$ cat src/shape_pkg.sv
package shape_pkg;

    typedef enum logic [2:0] {
        SHAPE_NONE      = 3'd0,
        SHAPE_RECTANGLE = 3'd1,
        SHAPE_SQUARE    = 3'd2,
        SHAPE_TRIANGLE  = 3'd3,
        SHAPE_CIRCLE    = 3'd4
    } shape_t;

    // Feature widths
    typedef logic [14:0] pixel_count_t;
    typedef logic [8:0]  extent_t;
    typedef logic [17:0] area_t;
    typedef logic [7:0]  confidence_t;

    // Fill ratio in 1/256 steps, 256 for a fully set box
    typedef logic [8:0]  fill_t;

    // ==================================================================
    // Fill thresholds
    // ==================================================================
    localparam fill_t FILL_TRI_MIN         = 9'd77;
    localparam fill_t FILL_TRI_IDEAL_LO    = 9'd102;
    localparam fill_t FILL_TRI_IDEAL_HI    = 9'd140;
    localparam fill_t FILL_TRI_MAX         = 9'd154;
    localparam fill_t FILL_CIRCLE_MIN      = 9'd170;
    localparam fill_t FILL_CIRCLE_NEAR_LO  = 9'd180;
    localparam fill_t FILL_CIRCLE_IDEAL_LO = 9'd190;
    localparam fill_t FILL_HIGH            = 9'd192;
    localparam fill_t FILL_GOOD            = 9'd204;
    localparam fill_t FILL_CIRCLE_IDEAL_HI = 9'd210;
    localparam fill_t FILL_CIRCLE_MAX      = 9'd220;
    localparam fill_t FILL_BEST            = 9'd230;

    // ==================================================================
    // Confidence scores
    // ==================================================================
    localparam confidence_t CONF_BOX_BEST    = 8'd255;
    localparam confidence_t CONF_CIRCLE_BEST = 8'd240;
    localparam confidence_t CONF_BOX_GOOD    = 8'd220;
    localparam confidence_t CONF_GOOD        = 8'd200;
    localparam confidence_t CONF_BOX_FAIR    = 8'd180;
    localparam confidence_t CONF_FAIR        = 8'd160;
    localparam confidence_t CONF_POOR        = 8'd120;

endpackage

$ cat src/feature_if.sv
interface feature_if;
    import shape_pkg::*;

    // One cycle pulse, the rest hold until the next scan
    logic         valid;
    pixel_count_t pixel_count;
    extent_t      width;
    extent_t      height;
    logic         empty;

    modport scanner (
        output valid, pixel_count, width, height, empty
    );

    modport classifier (
        input  valid, pixel_count, width, height, empty
    );

endinterface

$ cat src/shape_classifier.sv
module shape_classifier (
    input  logic                    clk,
    input  logic                    reset_n,
    feature_if.classifier           feat,
    output logic                    recognition_done,
    output shape_pkg::shape_t       detected_shape,
    output shape_pkg::confidence_t  confidence
);
    import shape_pkg::*;

    localparam int NUM_W = $bits(pixel_count_t) + 8;

    logic               s1_valid;
    logic               s2_valid;
    logic               empty_done;
    pixel_count_t       lat_count;
    extent_t            lat_width;
    extent_t            lat_height;
    area_t              area;
    logic [NUM_W-1:0]   fill_num;
    logic [NUM_W-1:0]   fill_quot;
    fill_t              fill;
    extent_t            side_diff;
    extent_t            side_min;
    logic               square_aspect;
    shape_t             next_shape;
    confidence_t        next_conf;

    assign empty_done = feat.valid && feat.empty;

    // ==================================================================
    // Stage 1 latch, stage 2 fill ratio
    // ==================================================================
    assign area      = area_t'(lat_width) * area_t'(lat_height);
    assign fill_num  = {lat_count, 8'd0};
    assign fill_quot = fill_num / NUM_W'(area);

    always_ff @(posedge clk) begin
        if (feat.valid) begin
            lat_count  <= feat.pixel_count;
            lat_width  <= feat.width;
            lat_height <= feat.height;
        end
        if (s1_valid) begin
            fill <= fill_t'(fill_quot);
        end
    end

    // ==================================================================
    // Stage 3 aspect test and decision
    // ==================================================================
    always_comb begin
        if (lat_width > lat_height) begin
            side_diff = lat_width - lat_height;
            side_min  = lat_height;
        end else begin
            side_diff = lat_height - lat_width;
            side_min  = lat_width;
        end
        // Within one eighth of the short side
        square_aspect = side_diff < (side_min >> 3);

        if (fill >= FILL_HIGH) begin
            next_shape = square_aspect ? SHAPE_SQUARE : SHAPE_RECTANGLE;
            if (fill >= FILL_BEST)      next_conf = CONF_BOX_BEST;
            else if (fill >= FILL_GOOD) next_conf = CONF_BOX_GOOD;
            else                        next_conf = CONF_BOX_FAIR;
        end else if (square_aspect && fill >= FILL_CIRCLE_MIN && fill < FILL_CIRCLE_MAX) begin
            next_shape = SHAPE_CIRCLE;
            if (fill >= FILL_CIRCLE_IDEAL_LO && fill <= FILL_CIRCLE_IDEAL_HI) begin
                next_conf = CONF_CIRCLE_BEST;
            end else if (fill >= FILL_CIRCLE_NEAR_LO && fill <= FILL_CIRCLE_MAX) begin
                next_conf = CONF_GOOD;
            end else begin
                next_conf = CONF_FAIR;
            end
        end else begin
            next_shape = SHAPE_TRIANGLE;
            if (fill >= FILL_TRI_IDEAL_LO && fill <= FILL_TRI_IDEAL_HI) begin
                next_conf = CONF_GOOD;
            end else if (fill >= FILL_TRI_MIN && fill <= FILL_TRI_MAX) begin
                next_conf = CONF_FAIR;
            end else begin
                next_conf = CONF_POOR;
            end
        end
    end

    always_ff @(posedge clk) begin
        if (!reset_n) begin
            s1_valid         <= 1'b0;
            s2_valid         <= 1'b0;
            recognition_done <= 1'b0;
            detected_shape   <= SHAPE_NONE;
            confidence       <= '0;
        end else begin
            s1_valid         <= feat.valid && !feat.empty;
            s2_valid         <= s1_valid;
            recognition_done <= empty_done || s2_valid;
            // Empty canvas finishes straight from stage 1
            if (empty_done) begin
                detected_shape <= SHAPE_NONE;
                confidence     <= '0;
            end else if (s2_valid) begin
                detected_shape <= next_shape;
                confidence     <= next_conf;
            end
        end
    end

    a_area_nonzero : assert property (
        @(posedge clk) disable iff (!reset_n)
        feat.valid && !feat.empty |-> (feat.width != '0) && (feat.height != '0)
    );

endmodule

$ cat src/flat_wrapper.sv
// flat-port wrapper written by rule: the top's interface ports become plain ports
module shape_classifier_flat import shape_pkg::*;
  (clk, reset_n, recognition_done, detected_shape, confidence, feat_valid, feat_pixel_count, feat_width, feat_height, feat_empty);
  feature_if feat_i ();
  input  logic clk;
  input  logic reset_n;
  output logic recognition_done;
  output shape_pkg::shape_t detected_shape;
  output shape_pkg::confidence_t confidence;
  input wire logic [$bits(feat_i.valid)-1:0] feat_valid;
  input wire logic [$bits(feat_i.pixel_count)-1:0] feat_pixel_count;
  input wire logic [$bits(feat_i.width)-1:0] feat_width;
  input wire logic [$bits(feat_i.height)-1:0] feat_height;
  input wire logic [$bits(feat_i.empty)-1:0] feat_empty;
  assign feat_i.valid = feat_valid;
  assign feat_i.pixel_count = feat_pixel_count;
  assign feat_i.width = feat_width;
  assign feat_i.height = feat_height;
  assign feat_i.empty = feat_empty;
  shape_classifier u_core (.clk(clk), .reset_n(reset_n), .feat(feat_i), .recognition_done(recognition_done), .detected_shape(detected_shape), .confidence(confidence));
endmodule
$ cat config.mk
export PLATFORM = sky130hd
export DESIGN_NAME = shape_classifier_flat
export DESIGN_NICKNAME = d
export VERILOG_FILES = /design/src/shape_pkg.sv /design/src/feature_if.sv /design/src/shape_classifier.sv /design/src/flat_wrapper.sv
export SDC_FILE = /design/constraint.sdc
export NUM_CORES = 1
export LEC_CHECK = 0
export BUFFER_PORTS_ARGS = -buffer_cell sky130_fd_sc_hd__buf_4
export CORE_UTILIZATION = 60
export CTS_BUF_LIST = sky130_fd_sc_hd__clkbuf_4 sky130_fd_sc_hd__clkbuf_8
export DETAILED_ROUTE_END_ITERATION = 10
export PLACE_DENSITY = 0.8
export SETUP_SLACK_MARGIN = 0.15
export SLEW_MARGIN = 40
export SYNTH_ARGS = -nofsm -noshare
export SYNTH_HDL_FRONTEND = slang
export SYNTH_SLANG_ARGS = --single-unit
$ cat constraint.sdc
create_clock -name clk -period 50 [get_ports clk]
set_input_delay 0 -clock clk [delete_from_list [all_inputs] [get_ports clk]]
set_output_delay 0 -clock clk [all_outputs]
set_load 0.005 [all_outputs]
==> flow_summary.json <==
{
  "status": "finished, final reports clean",
  "slew_headroom_pct": 35.7,
  "grt_pass1_wl_mm": 111,
  "coreArea_sq_um": 32900,
  "cts_tree": "yes",
  "worst_pin_slew_ns": 0.959,
  "n_antenna_cell": 0,
  "fmaxAchievable_mhz": 20.6,
  "area_growth_pct": 24.0,
  "top_usage_layer": "met2",
  "ys_warn_count": 0,
  "cts_made_buffers": 5,
  "num_io_pins": 49,
  "die_h_microns": 186,
  "synth_area_per_cell_sq_um": 7.49,
  "cts_buffer_depth": 2,
  "track_usage_pct": 41.1,
  "netlist_instances": 2709,
  "vias": 22900,
  "required_ns": 50.21,
  "synth-seq-cells": 55,
  "path_class": "reg -> reg",
  "cp-end-kind": "flip-flop",
  "start_kind": "flip-flop",
  "drt_iter0_markers": 2144,
  "cts.sinks": 55,
  "gr-usage-met2_pct": 65.1,
  "grt_max_degree": 36,
  "wirelength_mm": 74.4,
  "clk_pin_slew_ns": 0.16,
  "drv_cap": 0,
  "start_util_pct": 61.6,
  "post-route-period-util_pct": 96.9,
  "drtPass1Iterations": 6,
  "drive_gt1_share_pct": 24.7,
  "final_common_cell": "buf_4",
  "dp_hpwl_mm": 54.4,
  "num-nets-final": 3421,
  "antenna_found_initial": 0,
  "wl_per_cell_microns": 21.6,
  "port_buffers": 48,
  "ctsHtreeMaxLevel": 2,
  "worstPathArrival_ns": 48.66,
  "final_util_pct": 76.4,
  "synthTopCellsByArea": "ha_1 (20%), edfxtp_1 (6.2%), a21oi_1 (5.8%)",
  "fin_crit_ns": 48.45,
  "clock_latency_ns": 0.42,
  "vias_per_cell": 6.65,
  "die-width_microns": 186,
  "setup_viol": 0,
  "crit_path_frequent_cell": "ha_1",
  "synth.top_cell.area_share_pct": 20.0,
  "cp_slowest_stage_delay_ns": 0.57,
  "ys_seq_area_share_pct": 7.50,
  "synth_flop_cell": "edfxtp_1",
  "synth_edf_count": 42,
  "cp_slowest_cell": "fa_1",
  "hold_violations": 0,
  "first_global_vias": 21200,
  "skew_ns": 0.0340,
  "layout_common_cells": "buf_4 (303), ha_1 (280), nor2_1 (278)",
  "syn_nets": 3123,
  "hp-class": "in -> reg",
  "use_met3_pct": 6.57,
  "drc_errors": 0,
  "die-area_sq_um": 34600,
  "ant_nets": 0,
  "yosysTopAreaCell": "ha_1",
  "crit_fanout": 18,
  "netlist_area_sq_um": 20300,
  "root_buffer": "clkbuf_8",
  "overflow": 0,
  "slew_violations": 0,
  "fill_cells": 2441,
  "synth.distinct_cells": 107,
  "fp-row-count": 66,
  "gp_congestion": 1.04,
  "synthArstFlopShare_pct": 0,
  "met1_usage_pct": 54.2
}
## routing by layer
| metal | part of all wire, % | up-vias |
|---|---|---|
| li1 | - | 10600 |
| met1 | 41 | 10700 |
| met2 | 44 | 1326 |
| met3 | 9.9 | 295 |
| met4 | 5.1 | 0 |
| met5 | 0 | - |
## synth_stat cells (53+ instances only)
library cell  number
nor2_1           298
o21ai_0          153
mux2_2            71
a21oi_1          237
fa_1              53
o21a_1            66
nor3_1            73
ha_1             324
inv_1            147
xor2_1            85
xnor2_1          106
nand3_1           69
nand2_1          237
a21o_1            66
## per-stage QoR
stage	TNS [ns]	cells	hold WS [ns]	area, sq um	worst slack, ns
3_5_place_dp	-2.09	3290	0.173	22300	-2.09
2_1_floorplan	0	2709	0.0715	20500	0.177
4_1_cts	0	3373	0.0747	23300	0.157
5_1_grt	-0.815	3450	0.0959	25200	-0.815
6_report	0	3450	0.0789	25200	1.55
3_3_place_gp	-0.586	3290	0.165	22300	-0.586
## worst max-delay path, delay by kind of cell (launching register included)
kind	cells	cell delay (ns)
AOI/OAI and AO/OA	122	22.64
and+or+nand+nor	79	12.37
adders and majority gates	28	8.72
buffers and inverters	20	2.59
muxes	4	1.32
DFF	1	0.46
xor gates and xnor gates	1	0.13
## registers in the layout, summed over array words and instances (netlist names)
name	flops
u_core.lat_height	9
u_core.fill	9
u_core.s1_valid	1
u_core.lat_width	9
u_core.detected_shape	3
u_core.lat_count	15
u_core.recognition_done	1
u_core.confidence	7
u_core.s2_valid	1
## layout make-up
type                            instances  area (sq um)  area share, %
Multi-Input combinational cell       2425         19500           77.5
Timing Repair inverter                  1          7.51         0.0298
Tap cell                              442           553           2.20
Inverter                              163           639           2.54
Sequential cell                        55          1520           6.05
Clock inverter                          3          22.5         0.0895
Timing Repair Buffer                  356          2860           11.3
Clock buffer                            5          68.8          0.273
## path summary, 6_finish.rpt
check,from,end,slack (ns),depth (start not counted)
worst max register to register,u_core.lat_height[5]$_DFFE_PP_,u_core.fill[0]$_DFFE_PP_,1.55,254
worst max-delay path,u_core.lat_height[5]$_DFFE_PP_,u_core.fill[0]$_DFFE_PP_,1.55,254
worst min register to register,u_core.confidence[4]$_SDFFE_PP0P_,u_core.confidence[4]$_SDFFE_PP0P_,0.49,2
worst min-delay path,feat_valid,u_core.lat_count[8]$_DFFE_PP_,0.08,1
## timing repair
action | CTS | global route
endpoints found under the hold margin | 37 | 0
resized for setup | 69 | 286
endpoints found under the setup margin | 2 | 2
hold buffers | 36 | 0
cloned | 1 | 2
pin swaps | 15 | 113
setup buffers | 38 | 75
## logic make-up (layout without fill, tap and decap cells)
kind of cell | after synthesis | count (layout) | share of synthesized area [%]
compound gates | 822 | 822 | 27.0
fa+ha+maj | 377 | 377 | 25.2
buf+inv | 231 | 528 | 4.56
flops | 55 | 55 | 7.50
simple gates | 936 | 938 | 22.1
mux | 97 | 97 | 5.47
xor+xnor | 191 | 191 | 8.24
Power is left out: the tool's default activity adds up to more than one toggle a clock period on the data nets, which glitch-free logic cannot reach.
