--- src/canvas_pkg.sv ---
package canvas_pkg;

    // ==================================================================
    // Canvas geometry
    // ==================================================================
    localparam int CANVAS_W     = 160;
    localparam int CANVAS_H     = 120;
    localparam int CANVAS_CELLS = CANVAS_W * CANVAS_H;

    // ==================================================================
    // Coordinates and addresses
    // ==================================================================
    // Host side draws at twice the cell resolution
    typedef logic [$clog2(2 * CANVAS_W)-1:0] draw_x_t;
    typedef logic [$clog2(2 * CANVAS_H)-1:0] draw_y_t;

    typedef logic [$clog2(CANVAS_W)-1:0]     cell_x_t;
    typedef logic [$clog2(CANVAS_H)-1:0]     cell_y_t;

    // Row major, row times width plus column
    typedef logic [$clog2(CANVAS_CELLS)-1:0] cell_addr_t;

endpackage

--- src/shape_pkg.sv ---
package shape_pkg;

    typedef enum logic [2:0] {
        SHAPE_NONE      = 3'd0,
        SHAPE_RECTANGLE = 3'd1,
        SHAPE_SQUARE    = 3'd2,
        SHAPE_TRIANGLE  = 3'd3,
        SHAPE_CIRCLE    = 3'd4
    } shape_t;

    // Feature widths
    typedef logic [14:0] pixel_count_t;
    typedef logic [8:0]  extent_t;
    typedef logic [17:0] area_t;
    typedef logic [7:0]  confidence_t;

    // Fill ratio in 1/256 steps, 256 for a fully set box
    typedef logic [8:0]  fill_t;

    // ==================================================================
    // Fill thresholds
    // ==================================================================
    localparam fill_t FILL_TRI_MIN         = 9'd77;
    localparam fill_t FILL_TRI_IDEAL_LO    = 9'd102;
    localparam fill_t FILL_TRI_IDEAL_HI    = 9'd140;
    localparam fill_t FILL_TRI_MAX         = 9'd154;
    localparam fill_t FILL_CIRCLE_MIN      = 9'd170;
    localparam fill_t FILL_CIRCLE_NEAR_LO  = 9'd180;
    localparam fill_t FILL_CIRCLE_IDEAL_LO = 9'd190;
    localparam fill_t FILL_HIGH            = 9'd192;
    localparam fill_t FILL_GOOD            = 9'd204;
    localparam fill_t FILL_CIRCLE_IDEAL_HI = 9'd210;
    localparam fill_t FILL_CIRCLE_MAX      = 9'd220;
    localparam fill_t FILL_BEST            = 9'd230;

    // ==================================================================
    // Confidence scores
    // ==================================================================
    localparam confidence_t CONF_BOX_BEST    = 8'd255;
    localparam confidence_t CONF_CIRCLE_BEST = 8'd240;
    localparam confidence_t CONF_BOX_GOOD    = 8'd220;
    localparam confidence_t CONF_GOOD        = 8'd200;
    localparam confidence_t CONF_BOX_FAIR    = 8'd180;
    localparam confidence_t CONF_FAIR        = 8'd160;
    localparam confidence_t CONF_POOR        = 8'd120;

endpackage

--- src/canvas_read_if.sv ---
interface canvas_read_if;
    import canvas_pkg::*;

    logic    rd_en;
    cell_x_t rd_x;
    cell_y_t rd_y;
    // Valid one cycle after rd_en
    logic    rd_data;

    modport scanner (
        output rd_en, rd_x, rd_y,
        input  rd_data
    );

    modport store (
        input  rd_en, rd_x, rd_y,
        output rd_data
    );

endinterface

--- src/feature_if.sv ---
interface feature_if;
    import shape_pkg::*;

    // One cycle pulse, the rest hold until the next scan
    logic         valid;
    pixel_count_t pixel_count;
    extent_t      width;
    extent_t      height;
    logic         empty;

    modport scanner (
        output valid, pixel_count, width, height, empty
    );

    modport classifier (
        input  valid, pixel_count, width, height, empty
    );

endinterface

--- src/feature_scanner.sv ---
module feature_scanner #(
    parameter int CANVAS_W = canvas_pkg::CANVAS_W,
    parameter int CANVAS_H = canvas_pkg::CANVAS_H
) (
    input  logic           clk,
    input  logic           reset_n,
    input  logic           start,
    canvas_read_if.scanner rd,
    feature_if.scanner     feat
);
    import canvas_pkg::*;
    import shape_pkg::*;

    localparam cell_x_t LAST_X = cell_x_t'(CANVAS_W - 1);
    localparam cell_y_t LAST_Y = cell_y_t'(CANVAS_H - 1);

    logic         scanning;
    cell_x_t      scan_x;
    cell_y_t      scan_y;
    logic         last_cell;
    logic         d_valid;
    logic         d_last;
    cell_x_t      d_x;
    cell_y_t      d_y;
    logic         acc_done;
    pixel_count_t set_count;
    cell_x_t      min_x;
    cell_x_t      max_x;
    cell_y_t      min_y;
    cell_y_t      max_y;

    assign last_cell = (scan_x == LAST_X) && (scan_y == LAST_Y);

    assign rd.rd_en = scanning;
    assign rd.rd_x  = scan_x;
    assign rd.rd_y  = scan_y;

    // ==================================================================
    // Raster counter, one read per cycle
    // ==================================================================
    always_ff @(posedge clk) begin
        if (!reset_n) begin
            scanning <= 1'b0;
            scan_x   <= '0;
            scan_y   <= '0;
        end else if (scanning) begin
            if (scan_x == LAST_X) begin
                scan_x <= '0;
                if (scan_y == LAST_Y) begin
                    scanning <= 1'b0;
                end else begin
                    scan_y <= scan_y + cell_y_t'(1);
                end
            end else begin
                scan_x <= scan_x + cell_x_t'(1);
            end
        end else if (start) begin
            scanning <= 1'b1;
            scan_x   <= '0;
            scan_y   <= '0;
        end
    end

    // Coordinates follow the read by one cycle to meet rd_data
    always_ff @(posedge clk) begin
        if (!reset_n) begin
            d_valid  <= 1'b0;
            d_last   <= 1'b0;
            acc_done <= 1'b0;
        end else begin
            d_valid  <= scanning;
            d_last   <= scanning && last_cell;
            acc_done <= d_valid && d_last;
        end
    end

    always_ff @(posedge clk) begin
        d_x <= scan_x;
        d_y <= scan_y;
    end

    // Count and bounding box
    always_ff @(posedge clk) begin
        if (start) begin
            set_count <= '0;
            min_x     <= LAST_X;
            max_x     <= '0;
            min_y     <= LAST_Y;
            max_y     <= '0;
        end else if (d_valid && rd.rd_data) begin
            set_count <= set_count + pixel_count_t'(1);
            if (d_x < min_x) min_x <= d_x;
            if (d_x > max_x) max_x <= d_x;
            if (d_y < min_y) min_y <= d_y;
            if (d_y > max_y) max_y <= d_y;
        end
    end

    // ==================================================================
    // Scan results
    // ==================================================================
    always_ff @(posedge clk) begin
        if (!reset_n) begin
            feat.valid <= 1'b0;
        end else begin
            feat.valid <= acc_done;
        end
    end

    always_ff @(posedge clk) begin
        if (acc_done) begin
            feat.pixel_count <= set_count;
            feat.empty       <= (set_count == '0);
            if (set_count == '0) begin
                feat.width  <= '0;
                feat.height <= '0;
            end else begin
                feat.width  <= extent_t'(max_x) - extent_t'(min_x) + extent_t'(1);
                feat.height <= extent_t'(max_y) - extent_t'(min_y) + extent_t'(1);
            end
        end
    end

    a_bbox_ordered : assert property (
        @(posedge clk) disable iff (!reset_n)
        feat.valid && !feat.empty |-> (min_x <= max_x) && (min_y <= max_y)
    );

endmodule

--- src/flat_wrapper.sv ---
// flat-port wrapper written by rule: the top's interface ports become plain ports
module feature_scanner_flat import canvas_pkg::*; import shape_pkg::*;
#(
    parameter int CANVAS_W = canvas_pkg::CANVAS_W,
    parameter int CANVAS_H = canvas_pkg::CANVAS_H
)
  (clk, reset_n, start, rd_rd_en, rd_rd_x, rd_rd_y, rd_rd_data, feat_valid, feat_pixel_count, feat_width, feat_height, feat_empty);
  canvas_read_if rd_i ();
  feature_if feat_i ();
  input  logic clk;
  input  logic reset_n;
  input  logic start;
  output wire logic [$bits(rd_i.rd_en)-1:0] rd_rd_en;
  output wire logic [$bits(rd_i.rd_x)-1:0] rd_rd_x;
  output wire logic [$bits(rd_i.rd_y)-1:0] rd_rd_y;
  input wire logic [$bits(rd_i.rd_data)-1:0] rd_rd_data;
  output wire logic [$bits(feat_i.valid)-1:0] feat_valid;
  output wire logic [$bits(feat_i.pixel_count)-1:0] feat_pixel_count;
  output wire logic [$bits(feat_i.width)-1:0] feat_width;
  output wire logic [$bits(feat_i.height)-1:0] feat_height;
  output wire logic [$bits(feat_i.empty)-1:0] feat_empty;
  assign rd_rd_en = rd_i.rd_en;
  assign rd_rd_x = rd_i.rd_x;
  assign rd_rd_y = rd_i.rd_y;
  assign rd_i.rd_data = rd_rd_data;
  assign feat_valid = feat_i.valid;
  assign feat_pixel_count = feat_i.pixel_count;
  assign feat_width = feat_i.width;
  assign feat_height = feat_i.height;
  assign feat_empty = feat_i.empty;
  feature_scanner #(.CANVAS_W(CANVAS_W), .CANVAS_H(CANVAS_H)) u_core (.clk(clk), .reset_n(reset_n), .start(start), .rd(rd_i), .feat(feat_i));
endmodule
--- config.mk ---
export PLATFORM = sky130hd
export DESIGN_NAME = feature_scanner_flat
export DESIGN_NICKNAME = d
export VERILOG_FILES = /design/src/canvas_pkg.sv /design/src/shape_pkg.sv /design/src/canvas_read_if.sv /design/src/feature_if.sv /design/src/feature_scanner.sv /design/src/flat_wrapper.sv
export SDC_FILE = /design/constraint.sdc
export NUM_CORES = 1
export LEC_CHECK = 0
export ABC_AREA = 1
export BUFFER_PORTS_ARGS = -buffer_cell sky130_fd_sc_hd__buf_2
export CORE_MARGIN = 5
export CORE_UTILIZATION = 59
export DETAILED_ROUTE_END_ITERATION = 6
export GPL_TIMING_DRIVEN = 0
export PLACE_DENSITY_LB_ADDON = 0.2
export SYNTH_ARGS = -nofsm -noshare
export SYNTH_HDL_FRONTEND = slang
export SYNTH_SLANG_ARGS = --single-unit
export TNS_END_PERCENT = 30
--- constraint.sdc ---
create_clock -name clk -period 2.5 [get_ports clk]
set_input_delay 0.5 -clock clk [delete_from_list [all_inputs] [get_ports clk]]
set_output_delay 0.5 -clock clk [all_outputs]
set_load 0.03 [all_outputs]
==> run metrics, run 1 <==
fmax=448 MHz; vias in the first global route=4515; #FFs+latches synth=114; most frequent cell after synthesis=nand2_1; GP Congestion=0.897; worst-skew pair later-pin latency=0.51 ns; Wirelength per Cell=12.9 um; Total GRT Usage=21.5%; Lkg Pwr=3.20 nW; TritonCTS clock tree=built; Place WS=0.276 ns; Max-Cap Viols=0; Mapped Nets=749; Synth area leaders=dfxtp_1 (28%), edfxtp_1 (18%), ha_1 (12%); Die Ht=109 um; share of layout cells above drive strength 1=14.6%; Detail Route Antenna Nets=0; # resized after CTS=0; root buf cell=clkbuf_8; Post-synth EDFFs=34; post-synth top area share=27.7%; P_int=3.62 mW; TNS Setup=0 ns; Core Rows=36; pin count of the biggest net entering global routing=36; CP required=2.76 ns; hold_buf cts=0; Clk network pwr share=48.3%; clock slew at reported path FFs=0.05 ns; P&R area growth vs syn=17.6%; setup bufs post-CTS=0; CTS max path bufs=2; Max Slew Vio Count=0; die area=11900 um^2; share of power burned in registers=42.2%; Syn Inst Count=688; CTS H-tree lvls=4; Yosys cell types=39; asr flop ratio synth=0%; clock buffer count from CTS=17; Critical Setup Path Class=reg -> reg; Period Utilization, post-route=89.3%; mapped cell area=5780 um^2; nets@finish=822; DP HPWL=8820 um; startpoint types=flip-flop; Post-synth top flop=dfxtp_1; P_sw=1.08 mW; Die W=109 um; Ports=55; first-pass GRT wire length=20000 um; yosys warns=0; combinational power share=9.5%; Sw Ratio=23.0%; routed wire length=11600 um; final setup violation count=0; pwr dens=692 nW/um^2; Core ar.=9640 um^2; Clock Skew=0.00754 ns; setup ws final=0.268 ns; Final Hold Fails=0; list of most frequent post-synthesis cells=nand2_1 (118), inv_1 (98), dfxtp_1 (80); input/output buffers=54; min Tclk post-route=2.23 ns; RSZ-0062 raised after global routing=no; Antenna diodes=0; Slew HR=49.8%; CP max FO=3; starting density of the core=59.9%; status=complete, no violations; Final Cell Area=6790 um^2; synthesized area per cell=8.39 um^2; grt total ovfl=0; via-per-instance ratio=5.32; Max VDD drop=469 uV; worst hold path type=in -> reg; routed via count=4820; kind of end point of the critical path=flip-flop; DP Area=6210 um^2; leading area contributor after synthesis=dfxtp_1; Remaining DRCs=0; sequential share of the synthesized area=45.4%; 1st-pass router iterations=5; initial antenna violation count=0; Sink Count=114; CP arrival=2.49 ns; starting DRC count in detailed routing=285; Tightest Pin Transition=0.753 ns
stage by stage:
stage	instances	utilization (%)	total power [mW]	hold slack, ns
after global routing	906	70.5	4.91	0.251
final	906	70.5	4.70	0.248
after global placement	875	64.4	2.44	0.377
after CTS	906	70.4	4.74	0.219
after floorplan	688	-	2.35	0.403
after detailed placement	875	64.4	2.46	0.383
power groups by stage:
| stage | Sequential, mW | Combinational [mW] | Clock (mW) |
|---|---|---|---|
| 6_report | 1.98 | 0.448 | 2.27 |
| 5_1_grt | 1.99 | 0.518 | 2.40 |
| 4_1_cts | 1.98 | 0.447 | 2.31 |
| 3_5_place_dp | 2.02 | 0.438 | 0 |
| 3_3_place_gp | 2.01 | 0.422 | 0 |
| 2_1_floorplan | 2.02 | 0.331 | 0 |
registers in the layout, summed over array words and instances (netlist names), 8 cells and up:
name	count
u_core.set_count	15
u_core.feat.pixel_count	15
u_core.d_x	8
u_core.min_x	8
u_core.feat.height	9
u_core.rd.rd_x	8
u_core.max_x	8
u_core.feat.width	9
worst max-delay path, stage by stage (launching register included):
cell and delay [ns]:
dfxtp_1 0.32, inv_1 0.07, ha_1 0.27, inv_1 0.04, ha_1 0.21, fa_1 0.41, nand3_1 0.12, nand2_1 0.06
nand2_1 0.08, nand2_1 0.05, a21oi_1 0.18, nand2_1 0.07, nand2_1 0.06, nor2_1 0.04
per-layer routing:
metal  global-route usage (%)  vias up  part of all wire [%]  routed length [um]
li1                         -     2461                     -                   -
met1                     27.5     2143                    45                5290
met2                     35.0      195                    45                5270
met3                     4.38       21                   7.2                 842
met4                     9.74        0                   2.1                 244
met5                        0        -                     0                   0
logic make-up after synthesis:
kind of cell | Yosys count | share of synthesized area [%]
xor+xnor | 2 | 0.303
simple gates | 300 | 24.1
compound gates | 103 | 9.90
buf+inv | 112 | 7.71
fa+ha+maj | 57 | 12.6
flops | 114 | 45.4
path summary, 6_finish.rpt:
kind	start	endpoint	slack (ns)	cells past startpoint
setup / recovery	u_core.max_x[1]$_SDFFE_PP0P_	u_core.feat.width[7]$_SDFFCE_PP0P_	0.27	13
hold / removal	reset_n	u_core.feat.valid$_SDFF_PN0_	0.25	3
setup reg to reg	u_core.max_x[1]$_SDFFE_PP0P_	u_core.feat.width[7]$_SDFFCE_PP0P_	0.27	13
hold reg to reg	u_core.rd.rd_x[7]$_SDFFE_PN0P_	u_core.d_x[7]$_DFF_P_	0.39	0
layout by cell type (no fill, tap or decap), drive strengths merged:
master and n:
nand2 122, inv 103, nor2 82, dfxtp 80
buf 60, a21oi 55, ha 55, nand3 52
edfxtp 34, clkbuf 30, o21ai 28, nand4 23
nor3 12, nand3b 8, o21a 6, a211oi 3
clkinv 3, o211ai 2, o21bai 2, xor2 2
fa 2, a41oi 1, a21o 1, a21boi 1
nor3b 1, a31oi 1, o211a 1, o32ai 1
a32o 1, bufinv 1
area by class of cell:
cell class | instances | area (um^2)
plain buffers | 9 | 53.8
clock buffers | 27 | 533
clock inverters | 4 | 45.0
fillers | 774 | 2850
inverters | 103 | 392
multi-input cells | 462 | 2710
flip-flops and latches | 114 | 2620
well taps | 133 | 166
repair buffers | 54 | 270
No activity file was read; power rests on OpenSTA's default activity.
==> inputs of run 2 (changes only) <==
--- a/config.mk
+++ b/config.mk
@@ -5,13 +5,14 @@
 export SDC_FILE = /design/constraint.sdc
 export NUM_CORES = 1
 export LEC_CHECK = 0
-export ABC_AREA = 1
+export ABC_AREA = 0
 export BUFFER_PORTS_ARGS = -buffer_cell sky130_fd_sc_hd__buf_2
 export CORE_MARGIN = 5
 export CORE_UTILIZATION = 59
 export DETAILED_ROUTE_END_ITERATION = 6
 export GPL_TIMING_DRIVEN = 0
 export PLACE_DENSITY_LB_ADDON = 0.2
+export SLEW_MARGIN = 10
 export SYNTH_ARGS = -nofsm -noshare
 export SYNTH_HDL_FRONTEND = slang
 export SYNTH_SLANG_ARGS = --single-unit
==> run metrics, run 2 <==
status=complete, no violations; CP arrival=2.82 ns; Max stage delay on crit path=0.54 ns; via-per-instance ratio=5.40; Max-Cap Viols=0; #FFs+latches synth=114; Endpoint, Worst Hold=u_core.d_valid$_SDFF_PN0_; mapped cell area=5550 um^2; Lkg Pwr=2.88 nW; Die W=107 um; worst-skew pair later-pin latency=0.51 ns; reg2reg end=u_core.feat.height[7]$_SDFFCE_PP0P_; asr flop ratio synth=0%; kind of end point of the critical path=flip-flop; worst hold path type=in -> reg; final setup violation count=0; Core Rows=35; CTS H-tree lvls=4; startpoint types=flip-flop; DP HPWL=7630 um; Ports=55; Hold WS=0.299 ns; synthesized area per cell=10.3 um^2; root buf cell=clkbuf_8; hold_buf cts=0; Die Ht=107 um; Final Hold Fails=0; Detail Route Antenna Nets=0; P&R area growth vs syn=19.0%; Syn Inst Count=541; share of layout cells above drive strength 1=19.7%; Sink Count=114; RSZ-0062 raised after global routing=yes; pin count of the biggest net entering global routing=36; CP max-delay cell=or4_4; Hold Startpoint=reset_n; initial antenna violation count=0; Yosys cell types=58; setup slack, reg-to-reg=0.05 ns; path depth of the worst reg2reg path=10; Post-synth EDFFs=34; Total GRT Usage=19.6%; CTS max path bufs=2; Remaining DRCs=0; yosys warns=0; crit-path most repeated cell=inv_2; list of most frequent post-synthesis cells=nor2_1 (82), dfxtp_1 (80), ha_1 (55); first-pass GRT wire length=17900 um; reg2reg start=u_core.max_y[0]$_SDFFE_PP0P_; most frequent cell after synthesis=nor2_1; Final Cell Area=6600 um^2; Mapped Nets=602; post-synth top area share=28.9%; most frequent cells in the layout=nor2_1 (82), dfxtp_1 (77), buf_2 (57), ha_1 (54), inv_1 (44); 1st-pass router iterations=4; routed via count=4005; CP required=2.86 ns; grt total ovfl=0; Core ar.=9200 um^2; leading area contributor after synthesis=dfxtp_1; Worst Hold Depth=2; vias in the first global route=3985; Max Slew Vio Count=0; Post-synth top flop=dfxtp_1; clock slew at reported path FFs=0.05 ns; die area=11400 um^2; clock buffer count from CTS=17; Max VDD drop=411 uV; sequential share of the synthesized area=47.3%; input/output buffers=54; Critical Setup Path Class=reg -> reg; Tightest Pin Transition=0.766 ns; nets@finish=679; starting DRC count in detailed routing=147; GP Congestion=0.873; TritonCTS clock tree=built; min Tclk post-route=2.45 ns; Wirelength per Cell=14.1 um; layout filler cell count=682; pwr dens=653 nW/um^2; starting density of the core=60.3%; CP max FO=3; DP Area=5960 um^2; Synth area leaders=dfxtp_1 (29%), edfxtp_1 (18%), ha_1 (12%); Antenna diodes=0; most common cell after layout, fill and taps aside=nor2_1; crit-path cells=inv_2, ha_2, inv_2, fa_2, buf_6, xor2_4, and3_4, nand4bb_4, or4_4, a21oi_2; Slew HR=48.9%; routed wire length=10500 um; largest registers=u_core.feat.pixel_count (15), u_core.set_count (15); fmax=408 MHz; Period Utilization, post-route=98.1%; Clock Skew=0.00852 ns
==> run 2: per-layer routing <==
metal	GRT usage (%)	wire length, um	up-vias
met5	0	0	-
met4	7.40	87	0
met3	4.33	573	9
met2	32.6	5030	90
met1	24.9	4770	1843
li1	-	-	2063
==> run 2: cell type report <==
| cell class | instances | area [um^2] | area share, % |
|---|---|---|---|
| well taps | 111 | 139 | 2.10 |
| inverters | 47 | 176 | 2.67 |
| clock buffers | 18 | 428 | 6.48 |
| clock inverters | 14 | 114 | 1.72 |
| multi-input cells | 367 | 2760 | 41.8 |
| repair buffers | 58 | 304 | 4.60 |
| flip-flops and latches | 114 | 2630 | 39.8 |
| plain buffers | 13 | 55.1 | 0.834 |
==> run 2: critical path: cells and delay by family (launching register included) <==
family | cells | cell delay, ns
DFF | 1 | 0.32
and+or+nand+nor | 3 | 0.91
xor gates and xnor gates | 1 | 0.18
buffers and inverters | 3 | 0.23
AOI/OAI and AO/OA | 1 | 0.13
adders and majority gates | 2 | 0.55
==> run 2: per-stage QoR <==
step / setup TNS [ns] / util (%) / setup slack (ns) / instances / power, mW
after floorplan: 0 / - / 0.144 / 541 / 2.13
after global routing: -0.0299 / 71.8 / -0.0299 / 742 / 4.46
after global placement: 0 / 64.8 / 0.00644 / 706 / 2.18
final: 0 / 71.8 / 0.0471 / 742 / 4.31
after CTS: 0 / 70.8 / 0.00695 / 738 / 4.35
after detailed placement: -0.0569 / 64.8 / -0.0569 / 706 / 2.19
==> run 2: cells by family after synthesis <==
logic type / synth area share (%)
compound gates: 11.3
flops: 47.3
mux: 4.51
fa+ha+maj: 13.1
simple gates: 14.6
xor+xnor: 5.03
buf+inv: 4.15
==> run 2: power breakdown <==
group / switching [mW] / internal (mW) / total (mW)
Combinational: 0.136 / 0.0846 / 0.221
Sequential: 0.0162 / 1.92 / 1.94
Clock: 0.825 / 1.33 / 2.16
==> run 2: worst max path at each step <==
stage | startpoint | endpoint | slack (ns) | depth (start not counted)
floorplan | u_core.max_y[0]$_SDFFE_PP0P_ | u_core.feat.height[7]$_SDFFCE_PP0P_ | 0.14 | 10
global placement | u_core.min_y[0]$_SDFFE_PP1P_ | u_core.feat.height[7]$_SDFFCE_PP0P_ | 0.006 | 9
detailed placement | u_core.max_y[0]$_SDFFE_PP0P_ | u_core.feat.height[7]$_SDFFCE_PP0P_ | -0.06 | 10
CTS | u_core.max_y[0]$_SDFFE_PP0P_ | u_core.feat.height[7]$_SDFFCE_PP0P_ | 0.007 | 10
global route | u_core.max_y[0]$_SDFFE_PP0P_ | u_core.feat.height[7]$_SDFFCE_PP0P_ | -0.03 | 10
finish | u_core.max_y[0]$_SDFFE_PP0P_ | u_core.feat.height[7]$_SDFFCE_PP0P_ | 0.05 | 10
==> run 2: timing repair <==
| action | 4_1_cts | 5_1_grt |
|---|---|---|
| pin swaps | 0 | 11 |
| cloned | 0 | 0 |
| endpoints found under the setup margin | 2 | 7 |
| setup buffers | 0 | 4 |
| resized for setup | 2 | 18 |
==> inputs of run 3 (changes only) <==
--- a/config.mk
+++ b/config.mk
@@ -5,7 +5,7 @@
 export SDC_FILE = /design/constraint.sdc
 export NUM_CORES = 1
 export LEC_CHECK = 0
-export ABC_AREA = 0
+export ABC_AREA = 1
 export BUFFER_PORTS_ARGS = -buffer_cell sky130_fd_sc_hd__buf_2
 export CORE_MARGIN = 5
 export CORE_UTILIZATION = 59
==> run metrics, run 3 (synthesis gave the netlist of run 1 again) <==
TritonCTS clock tree=built; Worst Hold Depth=3; hold_buf cts=0; status=finished, violations left; Ports=55; Max VDD drop=408 uV; worst hold path type=in -> reg; # resized after CTS=0; Die W=109 um; Remaining DRCs=4; vias in the first global route=4522; initial antenna violation count=0; kind of end point of the critical path=flip-flop; Critical Setup Path Class=reg -> reg; Antenna diodes=0; Sink Count=114; pwr dens=711 nW/um^2; CTS max path bufs=2; fmax=440 MHz; Period Utilization, post-route=90.9%; register area=2620 um^2; CTS H-tree lvls=4; root buf cell=clkbuf_8; failing checks=design-rule violations; Wirelength per Cell=13.2 um; Total GRT Usage=21.9%; Clock Skew=0.00756 ns; TNS Setup=0 ns; clock buffer count from CTS=17; most frequent cells in the layout=nand2_1 (118), inv_1 (98), dfxtp_1 (79), nor2_1 (76), buf_2 (58); nets@finish=822; Core ar.=9640 um^2; layout filler cell count=783; path depth of the worst reg2reg path=13; input/output buffers=54; area taken by multi-input logic gates=2710 um^2; Final Hold Fails=0; Tightest Pin Transition=0.777 ns; min Tclk post-route=2.27 ns; starting DRC count in detailed routing=362; placed insts=875; worst-skew pair later-pin latency=0.51 ns; routed via count=4845; Die Ht=109 um; share of layout cells above drive strength 1=14.7%; pin count of the biggest net entering global routing=36; CP required=2.76 ns; first-pass GRT wire length=20400 um; CP max FO=3; starting density of the core=59.9%; Core Rows=36; uppermost layer routed=met4; Detail Route Antenna Nets=0; RSZ-0062 raised after global routing=no; Final Non-Filler Cells=907; setup bufs post-CTS=0; startpoint types=flip-flop; Max Slew Vio Count=0; Slew HR=48.2%; clock slew at reported path FFs=0.05 ns; die area=11900 um^2; grt total ovfl=0; final setup violation count=0; most common cell after layout, fill and taps aside=nand2_1; Met2 Wirelength=5650 um; met3 layer wire length in the routed design=736 um; Lkg Pwr=3.21 nW; 1st-pass router iterations=7; P&R area growth vs syn=18.3%; GP Congestion=0.897; DP HPWL=8880 um; largest registers=u_core.feat.pixel_count (15), u_core.set_count (15); Post-Route M1 WL=5420 um; CP arrival=2.53 ns; via-per-instance ratio=5.34; Max-Cap Viols=0; routed wire length=12000 um
-- run 3: changes by cell type in the layout (fill, tap and decap cells not counted), sizes merged, moves of 9 or more --
cell,previous run,this run
a21oi,23,55
o21ai,11,28
nor3,3,12
inv,48,104
mux2i,25,0
xnor2,14,0
nand2,20,122
xor2,17,2
a21o,12,1
nand3,9,52
nand4,10,23
and3,9,0
-- run 3: per-layer routing --
layer / vias to the layer above / GRT usage (%)
met4: 0 / 8.57
li1: 2457 / -
met3: 18 / 4.74
met2: 151 / 36.6
met1: 2219 / 27.6
met5: - / 0
-- run 3: area by class of cell --
class	instances	share of cell area, %
Multi-Input combinational cell	462	39.6
Buffer	9	0.788
Timing Repair Buffer	54	3.96
Inverter	103	5.73
Clock inverter	7	1.30
Sequential cell	114	38.4
Tap cell	133	2.44
Clock buffer	25	7.73
-- run 3: path summary, 6_finish.rpt --
| check | to | startpoint | slack, ns |
|---|---|---|---|
| min | u_core.feat.valid$_SDFF_PN0_ | reset_n | 0.24 |
| min reg2reg | u_core.d_x[7]$_DFF_P_ | u_core.rd.rd_x[7]$_SDFFE_PN0P_ | 0.39 |
| max | u_core.feat.width[7]$_SDFFCE_PP0P_ | u_core.max_x[1]$_SDFFE_PP0P_ | 0.23 |
| max reg2reg | u_core.feat.width[7]$_SDFFCE_PP0P_ | u_core.max_x[1]$_SDFFE_PP0P_ | 0.23 |
-- run 3: stage by stage --
stage / setup slack, ns / hold WS (ns) / cell area [um^2] / power, mW / utilization (%)
2_1_floorplan: 0.461 / 0.403 / 5780 / 2.35 / -
3_3_place_gp: 0.349 / 0.377 / 6210 / 2.44 / 64.4
3_5_place_dp: 0.281 / 0.383 / 6210 / 2.46 / 64.5
4_1_cts: 0.233 / 0.219 / 6830 / 4.89 / 70.9
5_1_grt: 0.0935 / 0.242 / 6830 / 5.05 / 70.9
6_report: 0.228 / 0.241 / 6830 / 4.86 / 70.9
-- run 3: critical path, cell delays in order, from the launching register on --
cell and delay, ns:
dfxtp_1 0.33, inv_1 0.07, ha_1 0.28, inv_1 0.04, ha_1 0.21, fa_1 0.41
nand3_1 0.12, nand2_1 0.08, nand2_1 0.09, nand2_1 0.05, a21oi_1 0.18, nand2_1 0.07
nand2_1 0.06, nor2_1 0.04
-- run 3: where the power goes --
| group | internal (mW) | total, mW | switching, mW |
|---|---|---|---|
| logic | 0.151 | 0.447 | 0.296 |
| registers | 1.94 | 1.98 | 0.0368 |
| clock network | 1.64 | 2.43 | 0.783 |
